File: src/design/mips_pkg.sv
package mips_pkg;

  typedef logic [31:0] word_t;
  typedef logic [4:0]  reg_addr_t;

  // jal writes its return address here
  localparam reg_addr_t link_reg = 5'd31;

  // primary opcode, instr[31:26]
  typedef enum logic [5:0] {
    op_r_type = 6'h00,
    op_j      = 6'h02,
    op_jal    = 6'h03,
    op_beq    = 6'h04,
    op_bne    = 6'h05,
    op_addi   = 6'h08,
    op_lw     = 6'h23,
    op_sw     = 6'h2b
  } opcode_t;

  // r-type function field, instr[5:0]
  typedef enum logic [5:0] {
    fn_jr  = 6'h08,
    fn_add = 6'h20,
    fn_sub = 6'h22,
    fn_and = 6'h24,
    fn_or  = 6'h25,
    fn_slt = 6'h2a
  } funct_t;

  typedef enum logic [2:0] {
    alu_add = 3'd0,
    alu_sub = 3'd1,
    alu_and = 3'd2,
    alu_or  = 3'd3,
    alu_slt = 3'd4
  } alu_op_t;

  // all zero means no-op
  typedef struct packed {
    logic    mem_to_reg;
    logic    mem_write;
    logic    branch_eq;
    logic    branch_ne;
    logic    alu_src_imm;
    logic    reg_dst_rd;
    logic    reg_write;
    logic    jump;
    logic    jal;
    logic    jr;
    alu_op_t alu_op;
  } ctrl_t;

endpackage

File: src/design/alu.sv
module alu (
  input  mips_pkg::word_t   a,
  input  mips_pkg::word_t   b,
  input  mips_pkg::alu_op_t op,
  output mips_pkg::word_t   result,
  output logic              zero
);
  import mips_pkg::*;

  logic less_signed;

  // signed compare for slt
  assign less_signed = $signed(a) < $signed(b);

  always_comb begin
    case (op)
      alu_add: begin
        result = a + b;
      end
      alu_sub: begin
        result = a - b;
      end
      alu_and: begin
        result = a & b;
      end
      alu_or: begin
        result = a | b;
      end
      alu_slt: begin
        result = {31'd0, less_signed};
      end
      default: begin
        result = '0;
      end
    endcase
  end

  // used by beq/bne after a subtract
  assign zero = (result == '0);

endmodule

File: config.mk
export PLATFORM = sky130hd
export DESIGN_NAME = alu
export DESIGN_NICKNAME = d
export VERILOG_FILES = /design/src/design/mips_pkg.sv /design/src/design/alu.sv
export SDC_FILE = /design/constraint.sdc
export NUM_CORES = 1
export LEC_CHECK = 0
export BUFFER_PORTS_ARGS = -buffer_cell sky130_fd_sc_hd__buf_2
export CAP_MARGIN = 20
export CORE_UTILIZATION = 55
export DETAILED_ROUTE_END_ITERATION = 7
export GPL_TIMING_DRIVEN = 0
export PLACE_DENSITY = 0.88
export SLEW_MARGIN = 20
export SYNTH_ARGS = -nofsm -noshare
export SYNTH_HDL_FRONTEND = slang
export SYNTH_SLANG_ARGS = --single-unit
File: constraint.sdc
create_clock -name vclk -period 10.9
set_input_delay 1.635 -clock vclk [all_inputs]
set_output_delay 1.635 -clock vclk [all_outputs]
set_load 0.05 [all_outputs]
==> run summary <==
CP Launch Type: input pin
RePlAce Congestion: 1.02
Global-route wire length before repair: 31,500 um
Post-layout util: 0.637
Nets@finish: 1,108
Core footprint: 0.00977 sq mm
Critical Path Most Common Cell: clkbuf_1
Finish-stage setup viols: 0
Starting Density: 0.569
Register area share after synthesis: 0
Antenna Cells: 0
Vias: 6,990
Antenna viol nets, final: 0
Area occupied by multi-input gates: 0.00500 sq mm
Critical path fanouts, max: 10
WL met1: 8170 um
Met3 Routed Length: 2360 um
Pwr dens: 61.9 mW/mm^2
Detailed Routing Iterations Pass 1: 6
Area growth from synthesis to layout: 12.0%
Die H: 103 um
Vias in the first global route: 6,213
Cell area after layout: 0.00622 sq mm
Pin count of the biggest net entering global routing: 11
Total global-route track usage: 0.386
Rows: 36
Fin crit period: 7.86 ns
Status: finished clean
Register area: 0 sq um
Setup TNS Final: 0 ns
WL per Instance: 19.4 um
FMAX: 127 MHz
Crit-path slowest cell: buf_1
GRT overflow: 0
Worst hold path depth: 5
Setup slack after placement: 3.37 ns
Remaining DRCs: 0
# resized after CTS: 0
Initial drt markers: 764
Postcts setup bufs: 0
P_leak: 3.04 nW
Area post-placement: 0.00622 sq mm
Placed cell count: 1,065
Hold Path Sink: result[3]
Req. time, crit path: 9.27 ns
Post-synth design cell area: 0.00556 sq mm
Worst path cell trace: buf_2 > clkbuf_1 > clkbuf_1 > buf_1 > clkbuf_1 > a211oi_1 > a211oi_1 > nand4_1 > nor4_1 > nand4_1 > and4bb_1 > buf_2
IR drop worst, VDD: 0.0335 mV
Min-delay src: op[1]
Share of cells above drive strength 1: 0.139
Slew at the pin closest to its max-slew limit: 0.874 ns
RSZ-0062 raised after global routing: no
Tcrit/Tclk final: 0.721
Hold_buf cts: 0
DP HPWL: 16,500 um
Netlist cell types: 77
Synthesized instance count: 832
Overall power: 0.385 mW
Finished Layout Cells: 1,065
Crit path largest cell delay: 0.65 ns
CP Capture Type: output port
Final hold violation count: 0
Relative slew margins: 0.415
Fin. max-slew vios: 0
Syn avg cell area: 6.68 sq um
FILL cells: 969
Critical Path AT: 6.22 ns
# clk buffers: 0
I/O Pins: 100
DR top layer: met4
Max Cap Viol: 0
DR WL met2: 8890 um
Initial antenna violation count: 0
DIE AREA: 0.0105 sq mm
Vias per std cell: 6.56
DIE WIDTH: 103 um
Min setup slack post-route: 3.04 ns
Port Buf Inserts: 100
Synth Net Count: 1,006
Setup CP Type: in2out
Final sequential cell count: 0
Minimum hold slack: 3.97 ns
Hold WC Path Type: in2out
Yosys Warn Count: 0
Drt total wl: 20,700 um
[area by class of cell]
class / count / share of cell area
timing repair buffer: 100 / 0.0804
inverter: 96 / 0.0579
tap: 133 / 0.0267
buffer: 48 / 0.0310
multi-input combinational: 688 / 0.804
[cells by family after synthesis]
| logic type | count (synthesis) | synth area share |
|---|---|---|
| compound gates | 285 | 0.369 |
| simple gates | 272 | 0.248 |
| buf+inv | 144 | 0.0995 |
| fa+ha+maj | 107 | 0.244 |
| xor+xnor | 14 | 0.0221 |
| mux | 10 | 0.0180 |
[power by group]
part | switching [mW] | internal (mW) | leakage, nW
sequential | 0 | 0 | 0
combinational | 0.263 | 0.123 | 3.04
clock | 0 | 0 | 0
total | 0.263 | 0.123 | 3.04
[Yosys cell counts, drive strengths merged, types with 13 or more instances]
cell type  count  area share
o21ai         36       0.032
o31ai         13       0.021
buf           14       0.012
a211oi        14       0.021
nand2         57       0.038
a21oi         70       0.064
clkbuf        34       0.023
o211ai        18       0.024
nor2b         16       0.018
nor2          70       0.047
nor4          16       0.018
a21o          14       0.019
inv           96       0.065
ha           105        0.24
or3           14       0.016
nand3         15       0.014
nor3          27       0.024
[how the worst max path moves through the flow]
stage | start | endpoint
floorplan | b[15] | zero
global placement | op[0] | zero
detailed placement | op[0] | zero
CTS | op[0] | zero
global route | op[0] | zero
finish | op[0] | zero
[routing by layer]
layer | global-route usage | vias to the layer above
met2 | 0.625 | 490
met4 | 0.195 | 0
met1 | 0.496 | 3128
li1 | - | 3265
met3 | 0.0583 | 107
met5 | 0 | -
[critical path: cells and delay by family]
| kind | cells | cell delay, ns |
|---|---|---|
| buffers and inverters | 6 | 2.53 |
| and+or+nand+nor | 4 | 1.40 |
| AOI/OAI and AO/OA | 2 | 0.62 |
[cell usage in the layout, fill, tap and decap left out, types with 5 or more instances in the layout]
master and n:
o21bai_1 7, o21a_1 10, nor3_1 27, clkbuf_1 34, nor2_1 70, a21oi_1 69, nor2b_1 15, or4_1 5
o211ai_1 18, a31oi_1 11, or3_1 14, nand2_1 57, nand3_1 15, xnor2_1 12, a221oi_1 5, nand4_1 12
o21ai_0 30, mux2i_1 10, a211o_1 6, a2111oi_0 7, a211oi_1 13, a221o_1 6, nand2b_1 11, ha_1 105
o2111ai_1 5, nor4_1 16, and2_1 5, a21o_1 14, o21ai_1 6, buf_2 110, inv_1 93, o22ai_1 8
o31ai_1 11, and3_1 7
Note: power is estimated with default switching activity, not from simulation.
