**config.mk**
```make
export PLATFORM = sky130hd
export DESIGN_NAME = mips_core_flat
export DESIGN_NICKNAME = d
export VERILOG_FILES = /design/src/design/mips_pkg.sv /design/src/design/regfile_if.sv /design/src/design/mips_core.sv /design/src/flat_wrapper.sv
export SDC_FILE = /design/constraint.sdc
export NUM_CORES = 1
export LEC_CHECK = 0
export BUFFER_PORTS_ARGS = -buffer_cell sky130_fd_sc_hd__buf_2
export CAP_MARGIN = 20
export CORE_AREA = 4 4 162 164
export DETAILED_ROUTE_END_ITERATION = 7
export DIE_AREA = 0 0 166 168
export PLACE_DENSITY = 0.56
export SLEW_MARGIN = 10
export SYNTH_ARGS = -nofsm -noshare
export SYNTH_HDL_FRONTEND = slang
export SYNTH_SLANG_ARGS = --single-unit
```
**constraint.sdc**
```tcl
create_clock -name clk -period 5.1 [get_ports clk]
set_clock_uncertainty 0.1 [all_clocks]
set_input_delay 1.02 -clock clk [delete_from_list [all_inputs] [get_ports clk]]
set_output_delay 1.02 -clock clk [all_outputs]
set_load 0.02 [all_outputs]
```
**src/design/mips_pkg.sv**
```systemverilog
package mips_pkg;

  typedef logic [31:0] word_t;
  typedef logic [4:0]  reg_addr_t;

  // jal writes its return address here
  localparam reg_addr_t link_reg = 5'd31;

  // primary opcode, instr[31:26]
  typedef enum logic [5:0] {
    op_r_type = 6'h00,
    op_j      = 6'h02,
    op_jal    = 6'h03,
    op_beq    = 6'h04,
    op_bne    = 6'h05,
    op_addi   = 6'h08,
    op_lw     = 6'h23,
    op_sw     = 6'h2b
  } opcode_t;

  // r-type function field, instr[5:0]
  typedef enum logic [5:0] {
    fn_jr  = 6'h08,
    fn_add = 6'h20,
    fn_sub = 6'h22,
    fn_and = 6'h24,
    fn_or  = 6'h25,
    fn_slt = 6'h2a
  } funct_t;

  typedef enum logic [2:0] {
    alu_add = 3'd0,
    alu_sub = 3'd1,
    alu_and = 3'd2,
    alu_or  = 3'd3,
    alu_slt = 3'd4
  } alu_op_t;

  // all zero means no-op
  typedef struct packed {
    logic    mem_to_reg;
    logic    mem_write;
    logic    branch_eq;
    logic    branch_ne;
    logic    alu_src_imm;
    logic    reg_dst_rd;
    logic    reg_write;
    logic    jump;
    logic    jal;
    logic    jr;
    alu_op_t alu_op;
  } ctrl_t;

endpackage

```
**src/design/regfile_if.sv**
```systemverilog
interface regfile_if;
  import mips_pkg::*;

  // two read ports
  reg_addr_t ra1;
  reg_addr_t ra2;
  word_t     rd1;
  word_t     rd2;

  // one write port, committed at the rising edge
  reg_addr_t wa;
  word_t     wd;
  logic      we;

  modport core (
    output ra1, ra2, wa, wd, we,
    input  rd1, rd2
  );

  modport rf (
    input  ra1, ra2, wa, wd, we,
    output rd1, rd2
  );

endinterface

```
**src/design/mips_core.sv**
```systemverilog
module mips_core (
  input  logic              clk,
  input  logic              reset,
  input  logic              run,
  input  mips_pkg::word_t   instr,
  input  mips_pkg::ctrl_t   ctrl,
  input  mips_pkg::word_t   alu_result,
  input  logic              alu_zero,
  input  mips_pkg::word_t   dmem_rdata,
  output mips_pkg::word_t   pc,
  output mips_pkg::word_t   alu_a,
  output mips_pkg::word_t   alu_b,
  output mips_pkg::alu_op_t alu_op,
  output mips_pkg::word_t   dmem_addr,
  output mips_pkg::word_t   dmem_wdata,
  output logic              dmem_we,
  output logic              wb_valid,
  output mips_pkg::reg_addr_t wb_reg,
  output mips_pkg::word_t   wb_data,
  regfile_if.core           rf
);
  import mips_pkg::*;

  // instruction fields
  reg_addr_t   rs;
  reg_addr_t   rt;
  reg_addr_t   rd;
  logic [15:0] imm;
  logic [25:0] target;
  word_t       sign_imm;

  word_t     pc_plus4;
  word_t     branch_target;
  word_t     jump_target;
  word_t     next_pc;
  logic      branch_taken;
  logic      active;
  logic      reg_we;
  reg_addr_t write_reg;
  word_t     write_data;

  assign rs       = instr[25:21];
  assign rt       = instr[20:16];
  assign rd       = instr[15:11];
  assign imm      = instr[15:0];
  assign target   = instr[25:0];
  assign sign_imm = {{16{imm[15]}}, imm};

  // state changes only while running and out of reset
  assign active = run && !reset;

  // operand fetch and alu
  assign rf.ra1 = rs;
  assign rf.ra2 = rt;
  assign alu_a  = rf.rd1;
  assign alu_b  = ctrl.alu_src_imm ? sign_imm : rf.rd2;
  assign alu_op = ctrl.alu_op;

  // data memory, address from base plus offset
  assign dmem_addr  = alu_result;
  assign dmem_wdata = rf.rd2;
  assign dmem_we    = active && ctrl.mem_write;

  // write back select
  assign write_reg  = ctrl.jal ? link_reg : (ctrl.reg_dst_rd ? rd : rt);
  assign write_data = ctrl.jal ? pc_plus4 : (ctrl.mem_to_reg ? dmem_rdata : alu_result);
  assign reg_we     = active && ctrl.reg_write;

  assign rf.wa = write_reg;
  assign rf.wd = write_data;
  assign rf.we = reg_we;

  // retire trace mirrors the register write
  assign wb_valid = reg_we && (write_reg != '0);
  assign wb_reg   = write_reg;
  assign wb_data  = write_data;

  // next pc
  assign pc_plus4      = pc + 32'd4;
  assign branch_target = pc_plus4 + {sign_imm[29:0], 2'b00};
  assign jump_target   = {pc_plus4[31:28], target, 2'b00};
  assign branch_taken  = (ctrl.branch_eq && alu_zero) || (ctrl.branch_ne && !alu_zero);

  always_comb begin
    if (ctrl.jr) begin
      next_pc = rf.rd1;
    end else if (ctrl.jump) begin
      next_pc = jump_target;
    end else if (branch_taken) begin
      next_pc = branch_target;
    end else begin
      next_pc = pc_plus4;
    end
  end

  always_ff @(posedge clk) begin
    if (reset) begin
      pc <= '0;
    end else if (run) begin
      pc <= next_pc;
    end
  end

endmodule

```
**src/flat_wrapper.sv**
```systemverilog
// flat-port wrapper written by rule: the top's interface ports become plain ports
module mips_core_flat import mips_pkg::*;
  (clk, reset, run, instr, ctrl, alu_result, alu_zero, dmem_rdata, pc, alu_a, alu_b, alu_op, dmem_addr, dmem_wdata, dmem_we, wb_valid, wb_reg, wb_data, rf_ra1, rf_ra2, rf_wa, rf_wd, rf_we, rf_rd1, rf_rd2);
  regfile_if rf_i ();
  input  logic clk;
  input  logic reset;
  input  logic run;
  input  mips_pkg::word_t instr;
  input  mips_pkg::ctrl_t ctrl;
  input  mips_pkg::word_t alu_result;
  input  logic alu_zero;
  input  mips_pkg::word_t dmem_rdata;
  output mips_pkg::word_t pc;
  output mips_pkg::word_t alu_a;
  output mips_pkg::word_t alu_b;
  output mips_pkg::alu_op_t alu_op;
  output mips_pkg::word_t dmem_addr;
  output mips_pkg::word_t dmem_wdata;
  output logic dmem_we;
  output logic wb_valid;
  output mips_pkg::reg_addr_t wb_reg;
  output mips_pkg::word_t wb_data;
  output wire logic [$bits(rf_i.ra1)-1:0] rf_ra1;
  output wire logic [$bits(rf_i.ra2)-1:0] rf_ra2;
  output wire logic [$bits(rf_i.wa)-1:0] rf_wa;
  output wire logic [$bits(rf_i.wd)-1:0] rf_wd;
  output wire logic [$bits(rf_i.we)-1:0] rf_we;
  input wire logic [$bits(rf_i.rd1)-1:0] rf_rd1;
  input wire logic [$bits(rf_i.rd2)-1:0] rf_rd2;
  assign rf_ra1 = rf_i.ra1;
  assign rf_ra2 = rf_i.ra2;
  assign rf_wa = rf_i.wa;
  assign rf_wd = rf_i.wd;
  assign rf_we = rf_i.we;
  assign rf_i.rd1 = rf_rd1;
  assign rf_i.rd2 = rf_rd2;
  mips_core u_core (.clk(clk), .reset(reset), .run(run), .instr(instr), .ctrl(ctrl), .alu_result(alu_result), .alu_zero(alu_zero), .dmem_rdata(dmem_rdata), .pc(pc), .alu_a(alu_a), .alu_b(alu_b), .alu_op(alu_op), .dmem_addr(dmem_addr), .dmem_wdata(dmem_wdata), .dmem_we(dmem_we), .wb_valid(wb_valid), .wb_reg(wb_reg), .wb_data(wb_data), .rf(rf_i));
endmodule
```
==> flow_summary.toml <==
[outcome]
outcome = "complete, no violations"

[routing]
route.final.wire_length_um = 30900
vias = 7399
wire_per_inst_um = 20.9
drt_pre_antenna_iters = 5
route.detailed.drc = 0
dr.first_iter.drc_count = 429
route.antenna.remaining_nets = 0
viasPerCell = 5.01

[synth]
yosys_most_used_dff = "dfxtp_1"
area_share_of_and_or_nand_nor_cells_after_synthesis_pct = 20.4
synth_edf_count = 0
synth_area_sq_um = 6480
synth_top_cells_by_area = "buf_4, dfxtp_1, ha_1, o21ai_0, mux2i_1"
synth_commonest_cells = "buf_4, nand2_1, o21ai_0"
yosysWarnings = 0
synthDominantAreaCellType = "buf_4"
ys_seq_area_share_pct = 9.88
ys_async_sr_fraction_pct = 0
yosys_register_bits = 32
post_synth_fa_ha_maj_area_fraction_pct = 7.45
synth-xor-area-share_pct = 7.22
synth_top_area_share_pct = 16.9
postSynthAreaPerCell_sq_um = 7.09
synth.area.mux_share_pct = 8.18
syn_nets = 1130
compound_gate_fraction_of_synth_area_pct = 25.0
synth_cell_type_count = 71
synth_top_family_by_area = "compound AO/OA/AOI/OAI gates"
post-synth-top-count-cell = "buf_4"
netlist_instances = 915

[floorplan]
start_util_pct = 26.0
die_x_um = 166
coreArea_sq_um = 24900
fp-row-count = 58
io_pins = 427
fp.dieH_um = 168
die-area_sq_um = 27900

[finish]
final.fill_count = 2752
flow.area_growth_from_synthesis_pct = 21.3
multiInputGateArea_sq_um = 4430
largestRegisters = "u_core.pc (32)"
layout-drive-gt1-share_pct = 40.3
final_core_util_pct = 31.6
num-nets-final = 1360
largest_register_ffs = 32
layout.area.seq_sq_um = 641
largest-register = "u_core.pc"

[timing]
finalWorstPathRequiredPeriod_ns = 4.15
achievable-frequency_mhz = 241
final_setup_tns_ns = 0
report.final.slew_viol_count = 0
hold-worst-slack_ns = 0.449
final_hold_violating_endpoints = 0
worst_slew_pin_slew_ns = 0.852
setup_violations = 0
final.setup.worst_slack_ns = 0.947
timing.slew.headroom_pct = 43.1
min_period_over_period_pct = 81.4
unrepaired_setup_endpoints_after_global_routing = "no"

[min_path]
min-delay-path-class = "flip-flop to flip-flop"

[clock_tree]
ctsHtreeMaxLevel = 2
holdBufCountCts = 0
post_cts.repair.setup_buffers = 0
worstSkewPairLatency_ns = 0.29
bufs_on_longest_clock_path = 2
cts_made_buffers = 5
cts_resized = 0
clk_root_buffer_cell = "clkbuf_16"
cts_tree = "done"
clock_sinks = 32
clkSlewWorstSetupHoldPaths_ns = 0.06

[setup_path]
end_kind = "flip-flop"
worstPathMaxFanout = 7
worst_ep_required_time_ns = 5.15
cp-start-kind = "flip-flop"
path_class = "flip-flop to flip-flop"
arrival_ns = 4.20
r2r_slack_ns = 0.95

[power_and_ir_drop]
power_density_nw_per_um2 = 195
static-leakage-power_nw = 4.06
max-vdd-ir-drop_uv = 104

[place]
dp_worst_setup_slack_ns = 0.989
place.detailed.hpwl_um = 25800
portBuffers = 414
place_congestion = 0.901

[flow_run]
maxCapViolCount = 0

[global_routing]
grt.total_usage_pct = 20.7
wire_length_of_the_first_global_routing_pass_um = 45100
maximum_number_of_pins_on_one_net_before_global_route_repair = 53
gr-total-overflow = 0
first_global_vias = 7026
antenna_found_initial = 3
## power breakdown
part	internal (mW)	total, mW	switching, mW
Combinational	0.328	0.923	0.594
Clock	0.178	0.302	0.124
Sequential	0.270	0.309	0.0391
Total	0.776	1.53	0.758
## stage by stage
step / total power, mW / instances / instance area [sq um]
after floorplan: 0.974 / 915 / 6480
after global placement: 1.23 / 1468 / 7720
after detailed placement: 1.23 / 1468 / 7720
after CTS: 1.54 / 1475 / 7860
after global routing: 1.63 / 1478 / 7860
final: 1.53 / 1478 / 7860
## layout make-up
| type | instances | area share (%) |
|---|---|---|
| flip-flops and latches | 32 | 8.15 |
| clock inverters | 1 | 0.0636 |
| multi-input cells | 652 | 56.3 |
| well taps | 330 | 5.25 |
| diodes | 3 | 0.0955 |
| repair buffers | 419 | 26.8 |
| inverters | 35 | 1.67 |
| clock buffers | 6 | 1.64 |
## per-layer routing
metal,share of wire [%],up-vias,track usage (%)
li1,-,3565,-
met1,42,3499,26.6
met2,49,304,36.1
met3,7.2,31,3.45
met4,2.1,0,5.24
met5,0,-,0
## final timing paths
path	start	end	cells past startpoint
worst max-delay path	u_core.pc[5]	u_core.pc[31]	15
worst min-delay path	u_core.pc[0]	u_core.pc[0]	2
worst max register to register	u_core.pc[5]	u_core.pc[31]	15
worst min register to register	u_core.pc[0]	u_core.pc[0]	2
## cell usage in the layout (no fill, tap or decap), drive strengths merged, types with 4 or more instances in the layout
master	n
o21ai	83
nand4	17
xor2	22
o22ai	9
a31oi	5
and4	6
and3	9
a211oi	19
a22oi	7
and2	8
nor2b	23
mux2	16
mux2i	35
dfxtp	32
ha	37
a211o	7
nor2	56
a21oi	53
inv	35
o211ai	7
buf	419
a311oi	4
nand2	88
o21a	5
nand3	19
clkbuf	6
xnor2	28
nor3	18
a21o	21
o21bai	8
o31ai	4
## kinds of logic (layout without fill, tap and decap cells)
kind of cell | Yosys count | in the layout
AO/OA/AOI/OAI | 255 | 255
XOR/XNOR | 50 | 50
adder cells (fa/ha/maj) | 38 | 38
buffers and inverters | 231 | 461
flip-flops | 32 | 32
multiplexers | 51 | 51
other | 0 | 3
AND/OR/NAND/NOR | 258 | 258
## worst max-delay path: stages (launching register included)
cell	delay, ns
dfxtp_1	0.52
nand4_2	0.23
nor4_4	0.33
and4_4	0.29
nand2_1	0.07
xnor2_1	0.36
ha_1	0.38
and4_1	0.20
and2_1	0.15
a22oi_1	0.24
nand4_1	0.19
a31oi_1	0.33
o21ai_0	0.25
o21bai_1	0.21
nand3_1	0.08
o22ai_1	0.07
No activity file was read; power rests on OpenSTA's default activity.
