--- src/design/mips_pkg.sv ---
package mips_pkg;

  typedef logic [31:0] word_t;
  typedef logic [4:0]  reg_addr_t;

  // jal writes its return address here
  localparam reg_addr_t link_reg = 5'd31;

  // primary opcode, instr[31:26]
  typedef enum logic [5:0] {
    op_r_type = 6'h00,
    op_j      = 6'h02,
    op_jal    = 6'h03,
    op_beq    = 6'h04,
    op_bne    = 6'h05,
    op_addi   = 6'h08,
    op_lw     = 6'h23,
    op_sw     = 6'h2b
  } opcode_t;

  // r-type function field, instr[5:0]
  typedef enum logic [5:0] {
    fn_jr  = 6'h08,
    fn_add = 6'h20,
    fn_sub = 6'h22,
    fn_and = 6'h24,
    fn_or  = 6'h25,
    fn_slt = 6'h2a
  } funct_t;

  typedef enum logic [2:0] {
    alu_add = 3'd0,
    alu_sub = 3'd1,
    alu_and = 3'd2,
    alu_or  = 3'd3,
    alu_slt = 3'd4
  } alu_op_t;

  // all zero means no-op
  typedef struct packed {
    logic    mem_to_reg;
    logic    mem_write;
    logic    branch_eq;
    logic    branch_ne;
    logic    alu_src_imm;
    logic    reg_dst_rd;
    logic    reg_write;
    logic    jump;
    logic    jal;
    logic    jr;
    alu_op_t alu_op;
  } ctrl_t;

endpackage

--- src/design/control_unit.sv ---
module control_unit (
  input  mips_pkg::word_t instr,
  output mips_pkg::ctrl_t ctrl
);
  import mips_pkg::*;

  opcode_t opcode;
  funct_t  funct;

  assign opcode = opcode_t'(instr[31:26]);
  assign funct  = funct_t'(instr[5:0]);

  always_comb begin
    // anything not matched below stays a no-op
    ctrl = '0;
    case (opcode)
      op_r_type: begin
        case (funct)
          fn_add: begin
            ctrl.reg_write  = 1'b1;
            ctrl.reg_dst_rd = 1'b1;
            ctrl.alu_op     = alu_add;
          end
          fn_sub: begin
            ctrl.reg_write  = 1'b1;
            ctrl.reg_dst_rd = 1'b1;
            ctrl.alu_op     = alu_sub;
          end
          fn_and: begin
            ctrl.reg_write  = 1'b1;
            ctrl.reg_dst_rd = 1'b1;
            ctrl.alu_op     = alu_and;
          end
          fn_or: begin
            ctrl.reg_write  = 1'b1;
            ctrl.reg_dst_rd = 1'b1;
            ctrl.alu_op     = alu_or;
          end
          fn_slt: begin
            ctrl.reg_write  = 1'b1;
            ctrl.reg_dst_rd = 1'b1;
            ctrl.alu_op     = alu_slt;
          end
          fn_jr: ctrl.jr = 1'b1;
          default: ctrl = '0;
        endcase
      end
      op_addi: begin
        ctrl.reg_write   = 1'b1;
        ctrl.alu_src_imm = 1'b1;
        ctrl.alu_op      = alu_add;
      end
      op_lw: begin
        ctrl.reg_write   = 1'b1;
        ctrl.alu_src_imm = 1'b1;
        ctrl.mem_to_reg  = 1'b1;
        ctrl.alu_op      = alu_add;
      end
      op_sw: begin
        ctrl.mem_write   = 1'b1;
        ctrl.alu_src_imm = 1'b1;
        ctrl.alu_op      = alu_add;
      end
      // branches compare through the subtractor's zero flag
      op_beq: begin
        ctrl.branch_eq = 1'b1;
        ctrl.alu_op    = alu_sub;
      end
      op_bne: begin
        ctrl.branch_ne = 1'b1;
        ctrl.alu_op    = alu_sub;
      end
      op_j: ctrl.jump = 1'b1;
      op_jal: begin
        ctrl.jump      = 1'b1;
        ctrl.jal       = 1'b1;
        ctrl.reg_write = 1'b1;
      end
      default: ctrl = '0;
    endcase
  end

endmodule

--- config.mk ---
export PLATFORM = sky130hd
export DESIGN_NAME = control_unit
export DESIGN_NICKNAME = d
export VERILOG_FILES = /design/src/design/mips_pkg.sv /design/src/design/control_unit.sv
export SDC_FILE = /design/constraint.sdc
export NUM_CORES = 1
export LEC_CHECK = 0
export BUFFER_PORTS_ARGS = -buffer_cell sky130_fd_sc_hd__buf_2
export CORE_AREA = 5 5 42 44
export DETAILED_ROUTE_END_ITERATION = 6
export DIE_AREA = 0 0 47 49
export PLACE_DENSITY = 0.58
export RECOVER_POWER = 25
export SLEW_MARGIN = 0
export SYNTH_ARGS = -nofsm -noshare
export SYNTH_HDL_FRONTEND = slang
export SYNTH_SLANG_ARGS = --single-unit
export TNS_END_PERCENT = 1
--- constraint.sdc ---
create_clock -name vclk -period 1.59
set_clock_uncertainty 0.1 [all_clocks]
set_input_delay 0.2385 -clock vclk [all_inputs]
set_output_delay 0.2385 -clock vclk [all_outputs]
set_load 0.03 [all_outputs]
==> metrics.txt, run 1 <==
die footprint=2300 µm²; gpl congestion=0.702; final worst-path cycle share=102%; largest family of logic cells by synthesized area=simple AND/OR/NAND/NOR gates; Mapped Cells=37; n_diodes=0; area share of the largest cell type after synthesis=9.47%; fin nets=107; WHS Path Cells=3; Yosys top cell by area=nor3b_1; final max-slew violation count=0; Finished Core Util=39.5%; Post-Synth Simple-Gate Area=73.2%; XOR/XNOR Fraction of Synth Area=0%; outcome=complete, but fails checks; pre-CTS WS=-112 ps; worst setup margin=-33.3 ps; RSZ-0062 raised after global routing=true; DP Wirelength=835 µm; Design Area, Final=553 µm²; register area share after synthesis=0%; Initial DRC Count=2; critical path arrival=1280 ps; DRC viols=0; core box area=1400 µm²; Crit path required time=1250 ps; Cell Pwr Density=192 nW/µm²; first-pass GRT wire length=1.68 mm; CLK BUF=0; antenna-violating nets left=0; IO Pins=45; DRT Wirelength=1.06 mm; grt ovf=0; Placement Rows=14; die height=49 µm; worst min-delay path class=in2out; hold_sp=instr[5]; final std cells w/o fill=89; Post-synth top cells=nand2_1, nor2_1, nand3_1, nor3_1, nor3b_1; initial antenna violation count=0; largest net degree at the start of global routing=8; largest fanout on the critical path=4; CP Launch Point=instr[31]; Avg WL per Cell=12.0 µm; synth top area cells=nor3b_1, nor4_4, nand3_1, nor3_1, a2111oi_2; max_slew headroom=75.2%; Critical Path Source Type=input pin; Max-Cap Viols=0; VDD IR-drop max=0.0000692 V; placed cell area=482 µm²; Final setup viols=5; Fmax achieved=0.616 GHz; failing checks=setup timing; IO Port Bufs=25; Worst-Margin Slew=368 ps; final total power=0.106 mW; DR pass1 iterations=3; synthesized net count=69; Area Overhead vs Synth=133%; Final Hold Vio Count=0; Post-CTS Repair Setup Buffers=0; Via-to-Cell Ratio=4.61; min Tclk post-route=1620 ps; vias in the first global route=417; Storage cell area=0 µm²; mean area per synthesized cell=6.43 µm²; DP Cell Count=89; Starting Density=17.0%; FF+latch count=0; layout cell share with drive strength beyond 1=60.3%; die width=47 µm; Ys Warns=0; post-synth cell types=22; mux cell area share after synthesis=4.21%; crit end category=output port; Adder-Cell Fraction of Synth Area=0%; vias after detailed routing=410; Leak Pwr=0.239 nW; Post-Syn Area=238 µm²; global-route usage over all layers=8.98%; Synth Area in Compound Gates=19.5%; CP Class=in2out
[report_power, final]
part / total (mW) / switching [mW] / internal, mW
logic: 0.106 / 0.0547 / 0.0513
clock network: 0 / 0 / 0
registers: 0 / 0 / 0
[path summary, 6_finish.rpt]
kind,end,slack [ps]
hold / removal,ctrl[3],730
setup / recovery,ctrl[6],-30
[final cells by class]
cell class	count	area, µm²
inverters	1	3.75
fillers	162	848
multi-input cells	35	272
well taps	16	20.0
repair buffers	37	258
[kinds of logic (layout without fill, tap and decap cells)]
logic type / after synthesis / count (layout)
simple gates: 28 / 28
compound gates: 6 / 6
buf+inv: 2 / 38
mux: 1 / 1
[cell usage in the layout (no fill, tap or decap), types with 2 or more instances in the layout]
cell type,instances
nand4_1,2
nor3_1,2
nand2_1,4
nor2_1,4
nand3_1,3
buf_4,20
buf_2,13
buf_6,2
nor3b_1,3
[critical path: stages]
cell and delay [ps]:
buf_8 100, nor4_4 340, nand4_1 150, a311oi_2 250
buf_4 200
[repair_timing]
item                       4_1_cts  5_1_grt
hold buffers                     0        0
gates resized for setup         13        8
pin swaps                        3        0
setup endpoints to repair       10       10
[layer usage]
| metal | global-route usage, % | vias up | part of all wire [%] |
|---|---|---|---|
| met2 | 15.6 | 16 | 44 |
| li1 | - | 216 | - |
| met1 | 12.6 | 178 | 46 |
| met4 | 0 | 0 | 0 |
| met5 | 0 | - | 0 |
| met3 | 0.369 | 0 | 9.4 |
[per-stage QoR]
step,hold WS (ps),setup TNS (ps)
floorplan,442,-1140
global placement,725,-443
detailed placement,734,-491
CTS,725,-142
global route,744,-591
finish,726,-108
(Power assumes the default switching activity.)
==> run 2: changes to the inputs <==
--- a/config.mk
+++ b/config.mk
@@ -6,10 +6,12 @@
 export NUM_CORES = 1
 export LEC_CHECK = 0
 export BUFFER_PORTS_ARGS = -buffer_cell sky130_fd_sc_hd__buf_2
-export CORE_AREA = 5 5 42 44
+export CELL_PAD_IN_SITES_DETAIL_PLACEMENT = 1
+export CELL_PAD_IN_SITES_GLOBAL_PLACEMENT = 1
+export CORE_MARGIN = 5
+export CORE_UTILIZATION = 14
 export DETAILED_ROUTE_END_ITERATION = 6
-export DIE_AREA = 0 0 47 49
-export PLACE_DENSITY = 0.58
+export PLACE_DENSITY = 0.8
 export RECOVER_POWER = 25
 export SLEW_MARGIN = 0
 export SYNTH_ARGS = -nofsm -noshare
==> run 2 against run 1 <==
  * The flow still finishes with violations (setup timing)
  * Total power grew 5.0%
  * Via count grew 4.6%
  * Worst hold slack lost 28 ps
  * Sequential share of layout area is the same
  * Sequential cell count is the same
  * Utilization shrank 2.6 points
  * Global-route usage grew 0.13 points
  * Die area grew 14%
  * Final cell count shrank 2.2%
  * Final area grew 3.8%
  * Critical path depth is the same
  * Critical endpoint unchanged
  * Largest cell class unchanged
  * Largest power group unchanged
==> metrics.txt, run 2 (synthesis results as in run 1) <==
DRC viols=0 (unchanged); outcome=complete, but fails checks; vias in the first global route=448 (+7.4%); grt ovf=0 (unchanged); die height=51.2 µm (+4.5%); hold_sp=instr[1]; worst min-delay path class=in2out; final max-slew violation count=0 (unchanged); die footprint=2620 µm² (+14%); final worst-path cycle share=105% (+2.8 points); worst setup margin=-78.6 ps (-45.3 ps); cell family with most CP delay=simple AND/OR/NAND/NOR gates; most frequent cells in the layout=buf_4, buf_2, buf_6; DRT Wirelength=1.33 mm (+25%); Starting Density=15.2% (-1.7 points); grt met2 use=15.7% (+0.054 points); CP Buf/Inv Count=2 (unchanged); CP Class=in2out; fin nets=105 (-1.9%); hold buffer count at CTS=0 (unchanged); initial antenna violation count=0 (unchanged); failing checks=setup timing; IO Port Bufs=25 (unchanged); Storage cell area=0 µm² (unchanged); Avg WL per Cell=15.3 µm (+28%); die width=51.2 µm (+8.9%); vias after detailed routing=429 (+4.6%); pre-CTS WS=-171 ps (-59.1 ps); core box area=1560 µm² (+11%); IO Pins=45 (unchanged); slowest CP cell=nor4_4; global-route usage over all layers=9.11% (+0.13 points); Post-CTS Repair Setup Buffers=0 (unchanged); Via-to-Cell Ratio=4.93 (+7.0%); CLK BUF=0 (unchanged); n_diodes=0 (unchanged); FILL cells=188 (+16%); Placement Rows=14 (unchanged); commonest non-fill, non-tap cell in the layout=buf_4; area of the multi-input gates=302 µm² (+11%); Fmax achieved=0.599 GHz (-2.7%); FF+latch count=0 (unchanged); gr busiest metal=met2; RSZ-0062 raised after global routing=true; final std cells w/o fill=87 (-2.2%); grt met1 use=12.0% (-0.63 points); Worst-Margin Slew=333 ps (-34.7 ps); Design Area, Final=574 µm² (+3.8%); Leak Pwr=0.239 nW (-0.13%); layout cell share with drive strength beyond 1=64.8% (+4.5 points); largest net degree at the start of global routing=8 (unchanged); WHS Path Cells=3 (unchanged); gpl congestion=0.715 (+1.8%); Critical Path Source Type=input pin; first-pass GRT wire length=1.93 mm (+15%); Area Overhead vs Synth=142%; Max-Cap Viols=0 (unchanged); VDD IR-drop max=0.0000654 V (-5.4%); antenna-violating nets left=0 (unchanged); critical path arrival=1330 ps (+50 ps); crit end category=output port; DP Cell Count=87 (-2.2%); CP peak stage delay=370 ps (+30 ps); met3 Use GR=0.872% (+0.50 points); Final Hold Vio Count=0 (unchanged); Initial DRC Count=4 (+2); Final setup viols=7 (+2); placed cell area=467 µm² (-3.1%); Cell Pwr Density=194 nW/µm² (+1.1%); Crit path required time=1250 ps (about the same); largest fanout on the critical path=4 (unchanged); DR pass1 iterations=4 (+1); Critical Path, Cell by Cell=buf_6 -> nor4_4 -> nand4_1 -> a311oi_2 -> buf_4; min Tclk post-route=1670 ps (+45.3 ps); max_slew headroom=77.5% (+2.3 points); hold endpoint=ctrl[3]
==> run 2: cell types whose count changed in the layout (fill, tap and decap cells not counted), sizes merged <==
cell	previous run	this run
clkbuf	1	2
buf	36	33
==> run 2: area by class of cell <==
| cell class | count | area share (%) |
|---|---|---|
| inverters | 1 | 0.654 |
| multi-input cells | 35 | 52.5 |
| well taps | 16 | 3.49 |
| repair buffers | 35 | 43.4 |
==> run 2: worst max-delay path by stage <==
stage	startpoint	to	slack, ps	cells after the start
final	instr[4]	ctrl[6]	-80	5
after global routing	instr[4]	ctrl[6]	-190	5
after CTS	instr[31]	ctrl[6]	-100	5
after detailed placement	instr[29]	ctrl[1]	-170	6
after global placement	instr[29]	ctrl[1]	-130	6
after floorplan	instr[4]	ctrl[1]	-200	3
==> run 2: timing repair <==
| item | CTS | global route |
|---|---|---|
| pin swaps | 4 | 3 |
| setup endpoints to repair | 11 | 11 |
| gates resized for setup | 16 | 10 |
| cloned | 0 | 0 |
==> run 2: layer usage <==
metal  routed length, µm  vias up  share of wire (%)
met5                   0        -                  0
met4                   0        0                  0
met3                  82        0                6.2
met2                 730       14                 55
met1                 517      201                 39
li1                    -      214                  -
==> run 2: metrics by stage <==
stage	utilization [%]	power [mW]	hold WS [ps]	TNS [ps]
floorplan	-	0.0322	442	-1140
global placement	29.9	0.0862	706	-622
detailed placement	29.9	0.0906	706	-1010
CTS	33.1	0.0984	700	-331
global route	36.8	0.119	713	-963
finish	36.8	0.111	697	-295
==> run 2: tightest hold or removal path, stage by stage <==
cell    delay (ps)
buf_2          120
nor4_2          50
buf_4          160
==> run 2: report_power, final <==
group          leakage, nW  internal, mW  switching (mW)  total (mW)
clock                    0             0               0           0
combinational        0.239        0.0502          0.0611       0.111
sequential               0             0               0           0
