===== src/design/mips_pkg.sv =====
package mips_pkg;

  typedef logic [31:0] word_t;
  typedef logic [4:0]  reg_addr_t;

  // jal writes its return address here
  localparam reg_addr_t link_reg = 5'd31;

  // primary opcode, instr[31:26]
  typedef enum logic [5:0] {
    op_r_type = 6'h00,
    op_j      = 6'h02,
    op_jal    = 6'h03,
    op_beq    = 6'h04,
    op_bne    = 6'h05,
    op_addi   = 6'h08,
    op_lw     = 6'h23,
    op_sw     = 6'h2b
  } opcode_t;

  // r-type function field, instr[5:0]
  typedef enum logic [5:0] {
    fn_jr  = 6'h08,
    fn_add = 6'h20,
    fn_sub = 6'h22,
    fn_and = 6'h24,
    fn_or  = 6'h25,
    fn_slt = 6'h2a
  } funct_t;

  typedef enum logic [2:0] {
    alu_add = 3'd0,
    alu_sub = 3'd1,
    alu_and = 3'd2,
    alu_or  = 3'd3,
    alu_slt = 3'd4
  } alu_op_t;

  // all zero means no-op
  typedef struct packed {
    logic    mem_to_reg;
    logic    mem_write;
    logic    branch_eq;
    logic    branch_ne;
    logic    alu_src_imm;
    logic    reg_dst_rd;
    logic    reg_write;
    logic    jump;
    logic    jal;
    logic    jr;
    alu_op_t alu_op;
  } ctrl_t;

endpackage


===== src/design/regfile_if.sv =====
interface regfile_if;
  import mips_pkg::*;

  // two read ports
  reg_addr_t ra1;
  reg_addr_t ra2;
  word_t     rd1;
  word_t     rd2;

  // one write port, committed at the rising edge
  reg_addr_t wa;
  word_t     wd;
  logic      we;

  modport core (
    output ra1, ra2, wa, wd, we,
    input  rd1, rd2
  );

  modport rf (
    input  ra1, ra2, wa, wd, we,
    output rd1, rd2
  );

endinterface


===== src/design/register_file.sv =====
module register_file (
  input  logic         clk,
  input  logic         reset,
  regfile_if.rf        rf
);
  import mips_pkg::*;

  word_t regs [32];

  always_ff @(posedge clk) begin
    if (reset) begin
      for (int i = 0; i < 32; i++) begin
        regs[i] <= '0;
      end
    end else if (rf.we && rf.wa != '0) begin
      // writes to r0 are dropped
      regs[rf.wa] <= rf.wd;
    end
  end

  // combinational reads, r0 hardwired to zero
  always_comb begin
    if (rf.ra1 == '0) begin
      rf.rd1 = '0;
    end else begin
      rf.rd1 = regs[rf.ra1];
    end
  end

  always_comb begin
    if (rf.ra2 == '0) begin
      rf.rd2 = '0;
    end else begin
      rf.rd2 = regs[rf.ra2];
    end
  end

endmodule


===== src/flat_wrapper.sv =====
// flat-port wrapper written by rule: the top's interface ports become plain ports
module register_file_flat import mips_pkg::*;
  (clk, reset, rf_ra1, rf_ra2, rf_wa, rf_wd, rf_we, rf_rd1, rf_rd2);
  regfile_if rf_i ();
  input  logic clk;
  input  logic reset;
  input wire logic [$bits(rf_i.ra1)-1:0] rf_ra1;
  input wire logic [$bits(rf_i.ra2)-1:0] rf_ra2;
  input wire logic [$bits(rf_i.wa)-1:0] rf_wa;
  input wire logic [$bits(rf_i.wd)-1:0] rf_wd;
  input wire logic [$bits(rf_i.we)-1:0] rf_we;
  output wire logic [$bits(rf_i.rd1)-1:0] rf_rd1;
  output wire logic [$bits(rf_i.rd2)-1:0] rf_rd2;
  assign rf_i.ra1 = rf_ra1;
  assign rf_i.ra2 = rf_ra2;
  assign rf_i.wa = rf_wa;
  assign rf_i.wd = rf_wd;
  assign rf_i.we = rf_we;
  assign rf_rd1 = rf_i.rd1;
  assign rf_rd2 = rf_i.rd2;
  register_file u_core (.clk(clk), .reset(reset), .rf(rf_i));
endmodule

===== config.mk =====
export PLATFORM = sky130hd
export DESIGN_NAME = register_file_flat
export DESIGN_NICKNAME = d
export VERILOG_FILES = /design/src/design/mips_pkg.sv /design/src/design/regfile_if.sv /design/src/design/register_file.sv /design/src/flat_wrapper.sv
export SDC_FILE = /design/constraint.sdc
export NUM_CORES = 2
export LEC_CHECK = 0
export BUFFER_PORTS_ARGS = -buffer_cell sky130_fd_sc_hd__buf_4
export CAP_MARGIN = 20
export CORE_ASPECT_RATIO = 1.1
export CORE_MARGIN = 2
export CORE_UTILIZATION = 25
export DETAILED_ROUTE_END_ITERATION = 8
export HOLD_SLACK_MARGIN = 0.02
export SLEW_MARGIN = 20
export SYNTH_ARGS = -nofsm -noshare
export SYNTH_HDL_FRONTEND = slang
export SYNTH_SLANG_ARGS = --single-unit
export TNS_END_PERCENT = 5

===== constraint.sdc =====
create_clock -name clk -period 2.85 [get_ports clk]
set_clock_uncertainty 0.2 [all_clocks]
set_input_delay 0.7125 -clock clk [delete_from_list [all_inputs] [get_ports clk]]
set_output_delay 0.7125 -clock clk [all_outputs]
set_load 0.005 [all_outputs]

==> run summary <==
LOGIC SYNTHESIS
-------------------------------------------------------------------------------------------------
Share of synthesized area occupied by flip-flops and latches                                55.8%
Number of cells produced by synthesis                                                        3793
Post-Syn Area                                                                        0.0551 sq mm
Number of distinct library cell variants in the gate-level netlist after synthesis             41
Per-instance average area after synthesis                                              14.5 sq um
Yosys warnings                                                                                  0
Total of flip-flops plus latches after synthesis                                             1024

CLOCK NETWORK
-------------------------------------------------------------------------------------------------
Clk root buf                                                                         sky130_fd_sc_hd__clkbuf_16
CTS tree                                                                                      yes
Bufs on Longest Clock Path                                                                      3
TritonCTS buffer count                                                                        110
Number of buffers inserted by hold repair at cts                                                0
Clock slew at the register clock pins of the worst setup and hold paths                   0.06 ns
CTS H-tree lvls                                                                                 3
Clock sink total                                                                             1024

GRT
-------------------------------------------------------------------------------------------------
Global-route wire length before repair                                                     299 mm
Vias in the first global route                                                              38701
GR Overflow Total                                                                               0
Largest net degree at the start of global routing                                              36
Number of antenna violations at the first check in global routing                              24
Total global-route track usage                                                              18.9%

FINISH
-------------------------------------------------------------------------------------------------
Area of the multi-input gates                                                        0.0243 sq mm
NumNets Final                                                                                4275
Post-synthesis to final-layout area growth                                                  28.1%
Footprint of the flip-flops and latches                                              0.0307 sq mm
Final Util                                                                                  32.2%
Number of flip-flops in the largest register                                                 1024
Fillers                                                                                     21239
Share of final-layout standard cells stronger than drive strength 1                         36.1%
Registers with the most flip-flops                                                   u_core.regs x1024
Largest reg by FF count                                                               u_core.regs

STA
-------------------------------------------------------------------------------------------------
Period minus WS final                                                                     3.53 ns
Slack of the critical path                                                              -0.684 ns
RSZ-0062 raised after global routing                                                         true
Final setup vio count                                                                          64
Number of max-slew violations in the final report                                               0
Highest attainable clock frequency                                                      0.283 GHz
Normalized max-slew margin                                                                  43.1%
Final count of hold timing violations                                                           0
Final critical-path share of the clock period                                                124%
Worst-Margin Slew                                                                        0.851 ns

ROUTING
-------------------------------------------------------------------------------------------------
First DRT Iteration DRCs                                                                     5091
Residual DRC count                                                                              0
Total wire length                                                                          220 mm
Via count of the routed design                                                              38382
Routed len/inst                                                                           30.4 um
Vias per cell                                                                                5.30
Total iterations of the first detailed-routing run                                              5
Number of nets with antenna violations after detailed routing                                   0

CRITICAL PATH
-------------------------------------------------------------------------------------------------
Launching instance or port of the critical path                                         rf_ra2[4]
Crit path capture type                                                               primary output
WP data required                                                                          1.94 ns
Startpoint kind of the worst setup timing path                                       primary input
Critical path arrival                                                                     2.62 ns
Crit Path Category                                                                   primary input to primary output
CP endpoint                                                                            rf_rd2[22]
Worst-path maximum fanout                                                                      16

PLACED DESIGN
-------------------------------------------------------------------------------------------------
Global placement routability congestion                                                     0.889
Post-detail-place hpwl                                                                     138 mm
Number of buffers inserted by port buffering                                                  113
Pre-CTS setup slack                                                                      -1.36 ns

DIE
-------------------------------------------------------------------------------------------------
Height of the die                                                                          496 um
Number of placement rows                                                                      180
Full die area                                                                         0.224 sq mm
Total I/O pin count                                                                           114
Starting density of the core                                                                25.2%
DIE WIDTH                                                                                  451 um
Area of the core                                                                      0.219 sq mm

POWER AND IR DROP
-------------------------------------------------------------------------------------------------
Areal power density over the cells                                                    570 mW/mm^2
Leakage power                                                                             25.1 nW
Largest voltage drop on the vdd net                                                        504 uV

RUN STATUS
-------------------------------------------------------------------------------------------------
Run status                                                                           complete, but fails checks
Violated checks                                                                      negative setup slack

WORST HOLD PATH
-------------------------------------------------------------------------------------------------
Hold crit path type                                                                  primary input to flop

RUN
-------------------------------------------------------------------------------------------------
Maximum Capacitance Violations                                                                  0

==> placed cells by master (no fill, tap or decap), types with 12 or more instances in the layout <==
master / netlist / final
sky130_fd_sc_hd__a211oi_1: 64 / 14
sky130_fd_sc_hd__a211oi_2: 0 / 33
sky130_fd_sc_hd__a211oi_4: 0 / 17
sky130_fd_sc_hd__a21oi_1: 32 / 24
sky130_fd_sc_hd__a221oi_2: 16 / 14
sky130_fd_sc_hd__a221oi_4: 0 / 23
sky130_fd_sc_hd__a22oi_1: 64 / 43
sky130_fd_sc_hd__a22oi_2: 0 / 21
sky130_fd_sc_hd__a311oi_1: 32 / 15
sky130_fd_sc_hd__a311oi_2: 0 / 14
sky130_fd_sc_hd__and2_1: 994 / 992
sky130_fd_sc_hd__buf_12: 0 / 115
sky130_fd_sc_hd__buf_16: 0 / 28
sky130_fd_sc_hd__buf_4: 48 / 494
sky130_fd_sc_hd__buf_6: 13 / 41
sky130_fd_sc_hd__bufinv_16: 0 / 28
sky130_fd_sc_hd__clkbuf_1: 298 / 17
sky130_fd_sc_hd__clkbuf_16: 0 / 123
sky130_fd_sc_hd__clkinv_1: 0 / 16
sky130_fd_sc_hd__clkinv_2: 0 / 18
sky130_fd_sc_hd__conb_1: 1 / 32
sky130_fd_sc_hd__edfxtp_1: 1024 / 1024
sky130_fd_sc_hd__mux2_2: 64 / 23
sky130_fd_sc_hd__mux2_4: 0 / 41
sky130_fd_sc_hd__mux2i_1: 320 / 319
sky130_fd_sc_hd__mux4_2: 298 / 343
sky130_fd_sc_hd__nand2_1: 101 / 101
sky130_fd_sc_hd__nand4_1: 32 / 32
sky130_fd_sc_hd__nor2_4: 0 / 34
sky130_fd_sc_hd__nor2b_1: 37 / 31
sky130_fd_sc_hd__o2111ai_2: 0 / 12
sky130_fd_sc_hd__o21ai_1: 0 / 12
sky130_fd_sc_hd__o21ai_2: 0 / 20
sky130_fd_sc_hd__o221ai_1: 64 / 47
sky130_fd_sc_hd__o221ai_2: 0 / 12
sky130_fd_sc_hd__or2_2: 31 / 32
==> through the flow <==
step                      area (sq um)  hold slack (ns)  setup TNS, ns  total power [mW]  instances
after CTS                        69400            0.206         -41.33              40.0       7189
after floorplan                  55400            0.711          -6.05              20.6       3824
after global placement           63500             1.00         -53.09              23.3       6940
after detailed placement         63500             1.01         -53.97              23.4       6940
after global routing             70600            0.251         -41.19              41.1       7239
final                            70600            0.245         -38.51              40.2       7245
==> worst min path at each step <==
stage | slack [ns] | to | startpoint | depth (start not counted)
3_3_place_gp | 1.00 | u_core.regs[17][24] | rf_wd[24] | 2
4_1_cts | 0.21 | u_core.regs[16][24] | rf_wd[24] | 2
2_1_floorplan | 0.71 | u_core.regs[1][31] | rf_wd[31] | 1
6_report | 0.24 | u_core.regs[8][28] | rf_wd[28] | 2
5_1_grt | 0.25 | u_core.regs[31][28] | rf_wd[28] | 2
3_5_place_dp | 1.01 | u_core.regs[17][24] | rf_wd[24] | 2
==> layer usage <==
| layer | share of wire (%) | GRT usage (%) | vias to the layer above |
|---|---|---|---|
| met3 | 10 | 4.36 | 609 |
| li1 | - | - | 15411 |
| met1 | 37 | 23.3 | 19918 |
| met2 | 47 | 30.6 | 2434 |
| met4 | 6.1 | 10.5 | 10 |
| met5 | 0.031 | 0.0211 | - |
==> power by group <==
part	internal (mW)	switching, mW	total [mW]
clock network	9.82	6.59	16.4
logic	2.75	3.22	5.96
registers	17.4	0.460	17.9
==> kinds of logic (layout without fill, tap and decap cells) <==
group	after synthesis	count (layout)	share of synthesized area [%]
AND/OR/NAND/NOR	1251	1252	13.6
buffers and inverters	414	912	3.45
multiplexers	736	736	21.9
AO/OA/AOI/OAI	367	367	5.19
other	1	42	0.00681
flip-flops	1024	1024	55.8
==> cell usage after synthesis <==
master                      number  area [sq um]
sky130_fd_sc_hd__nand3b_1        4          30.0
sky130_fd_sc_hd__or2_1           1          6.26
sky130_fd_sc_hd__a221oi_1       31           272
sky130_fd_sc_hd__or4_1           1          7.51
sky130_fd_sc_hd__buf_1           1          3.75
sky130_fd_sc_hd__nand4_1        32           200
sky130_fd_sc_hd__mux2i_1       320          3200
sky130_fd_sc_hd__nand4bb_1       1          11.3
sky130_fd_sc_hd__buf_6          13           146
sky130_fd_sc_hd__nand3_1         1          5.00
sky130_fd_sc_hd__a21oi_1        32           160
sky130_fd_sc_hd__nand4b_1        1          8.76
sky130_fd_sc_hd__inv_1           2          7.51
sky130_fd_sc_hd__nor2b_1        37           231
sky130_fd_sc_hd__a211oi_1       64           480
sky130_fd_sc_hd__mux4_1         54          1420
sky130_fd_sc_hd__conb_1          1          3.75
sky130_fd_sc_hd__a221oi_2       16           240
sky130_fd_sc_hd__nor2_2          2          12.5
sky130_fd_sc_hd__and2_1        994          6220
sky130_fd_sc_hd__clkbuf_1      298          1120
sky130_fd_sc_hd__nand2_1       101           379
sky130_fd_sc_hd__or3b_1          2          17.5
sky130_fd_sc_hd__or3_1           2          12.5
sky130_fd_sc_hd__or2_2          31           194
sky130_fd_sc_hd__buf_4          48           360
sky130_fd_sc_hd__a311oi_1       32           280
sky130_fd_sc_hd__a22oi_1        64           480
sky130_fd_sc_hd__o2111ai_1      17           149
sky130_fd_sc_hd__buf_2          51           255
sky130_fd_sc_hd__nor3b_1         1          7.51
sky130_fd_sc_hd__nor2_1         36           135
sky130_fd_sc_hd__or3b_2          1          8.76
sky130_fd_sc_hd__o21ai_0        47           235
sky130_fd_sc_hd__clkbuf_4        1          7.51
sky130_fd_sc_hd__and3_1          1          6.26
sky130_fd_sc_hd__mux2_2         64           721
sky130_fd_sc_hd__o221ai_1       64           561
sky130_fd_sc_hd__mux4_2        298          6710
sky130_fd_sc_hd__nand2b_1        2          12.5
sky130_fd_sc_hd__edfxtp_1     1024         30700
==> critical path, cell delays in order <==
cell	delay, ns
sky130_fd_sc_hd__buf_4	0.17
sky130_fd_sc_hd__clkinv_1	0.19
sky130_fd_sc_hd__buf_12	0.21
sky130_fd_sc_hd__and3_2	0.31
sky130_fd_sc_hd__buf_12	0.23
sky130_fd_sc_hd__a211oi_4	0.53
sky130_fd_sc_hd__buf_4	0.21
==> cell type report <==
type | instances | area share (%)
Clock buffer | 130 | 4.10
Sequential cell | 1024 | 43.6
Multi-Input combinational cell | 2387 | 34.5
Antenna cell | 10 | 0.0355
Tap cell | 2912 | 5.16
Inverter | 2 | 0.0124
Timing Repair Buffer | 700 | 10.9
Clock inverter | 80 | 1.71
==> what timing repair did <==
| item | in CTS | in global routing |
|---|---|---|
| endpoints found under the hold margin | 0 | 0 |
| gates cloned | 10 | 10 |
| buffers inserted | 41 | 54 |
| pin swaps | 54 | 77 |
| resized for setup | 313 | 143 |
| endpoints found under the setup margin | 64 | 64 |
Note: power is estimated with default switching activity, not from simulation.
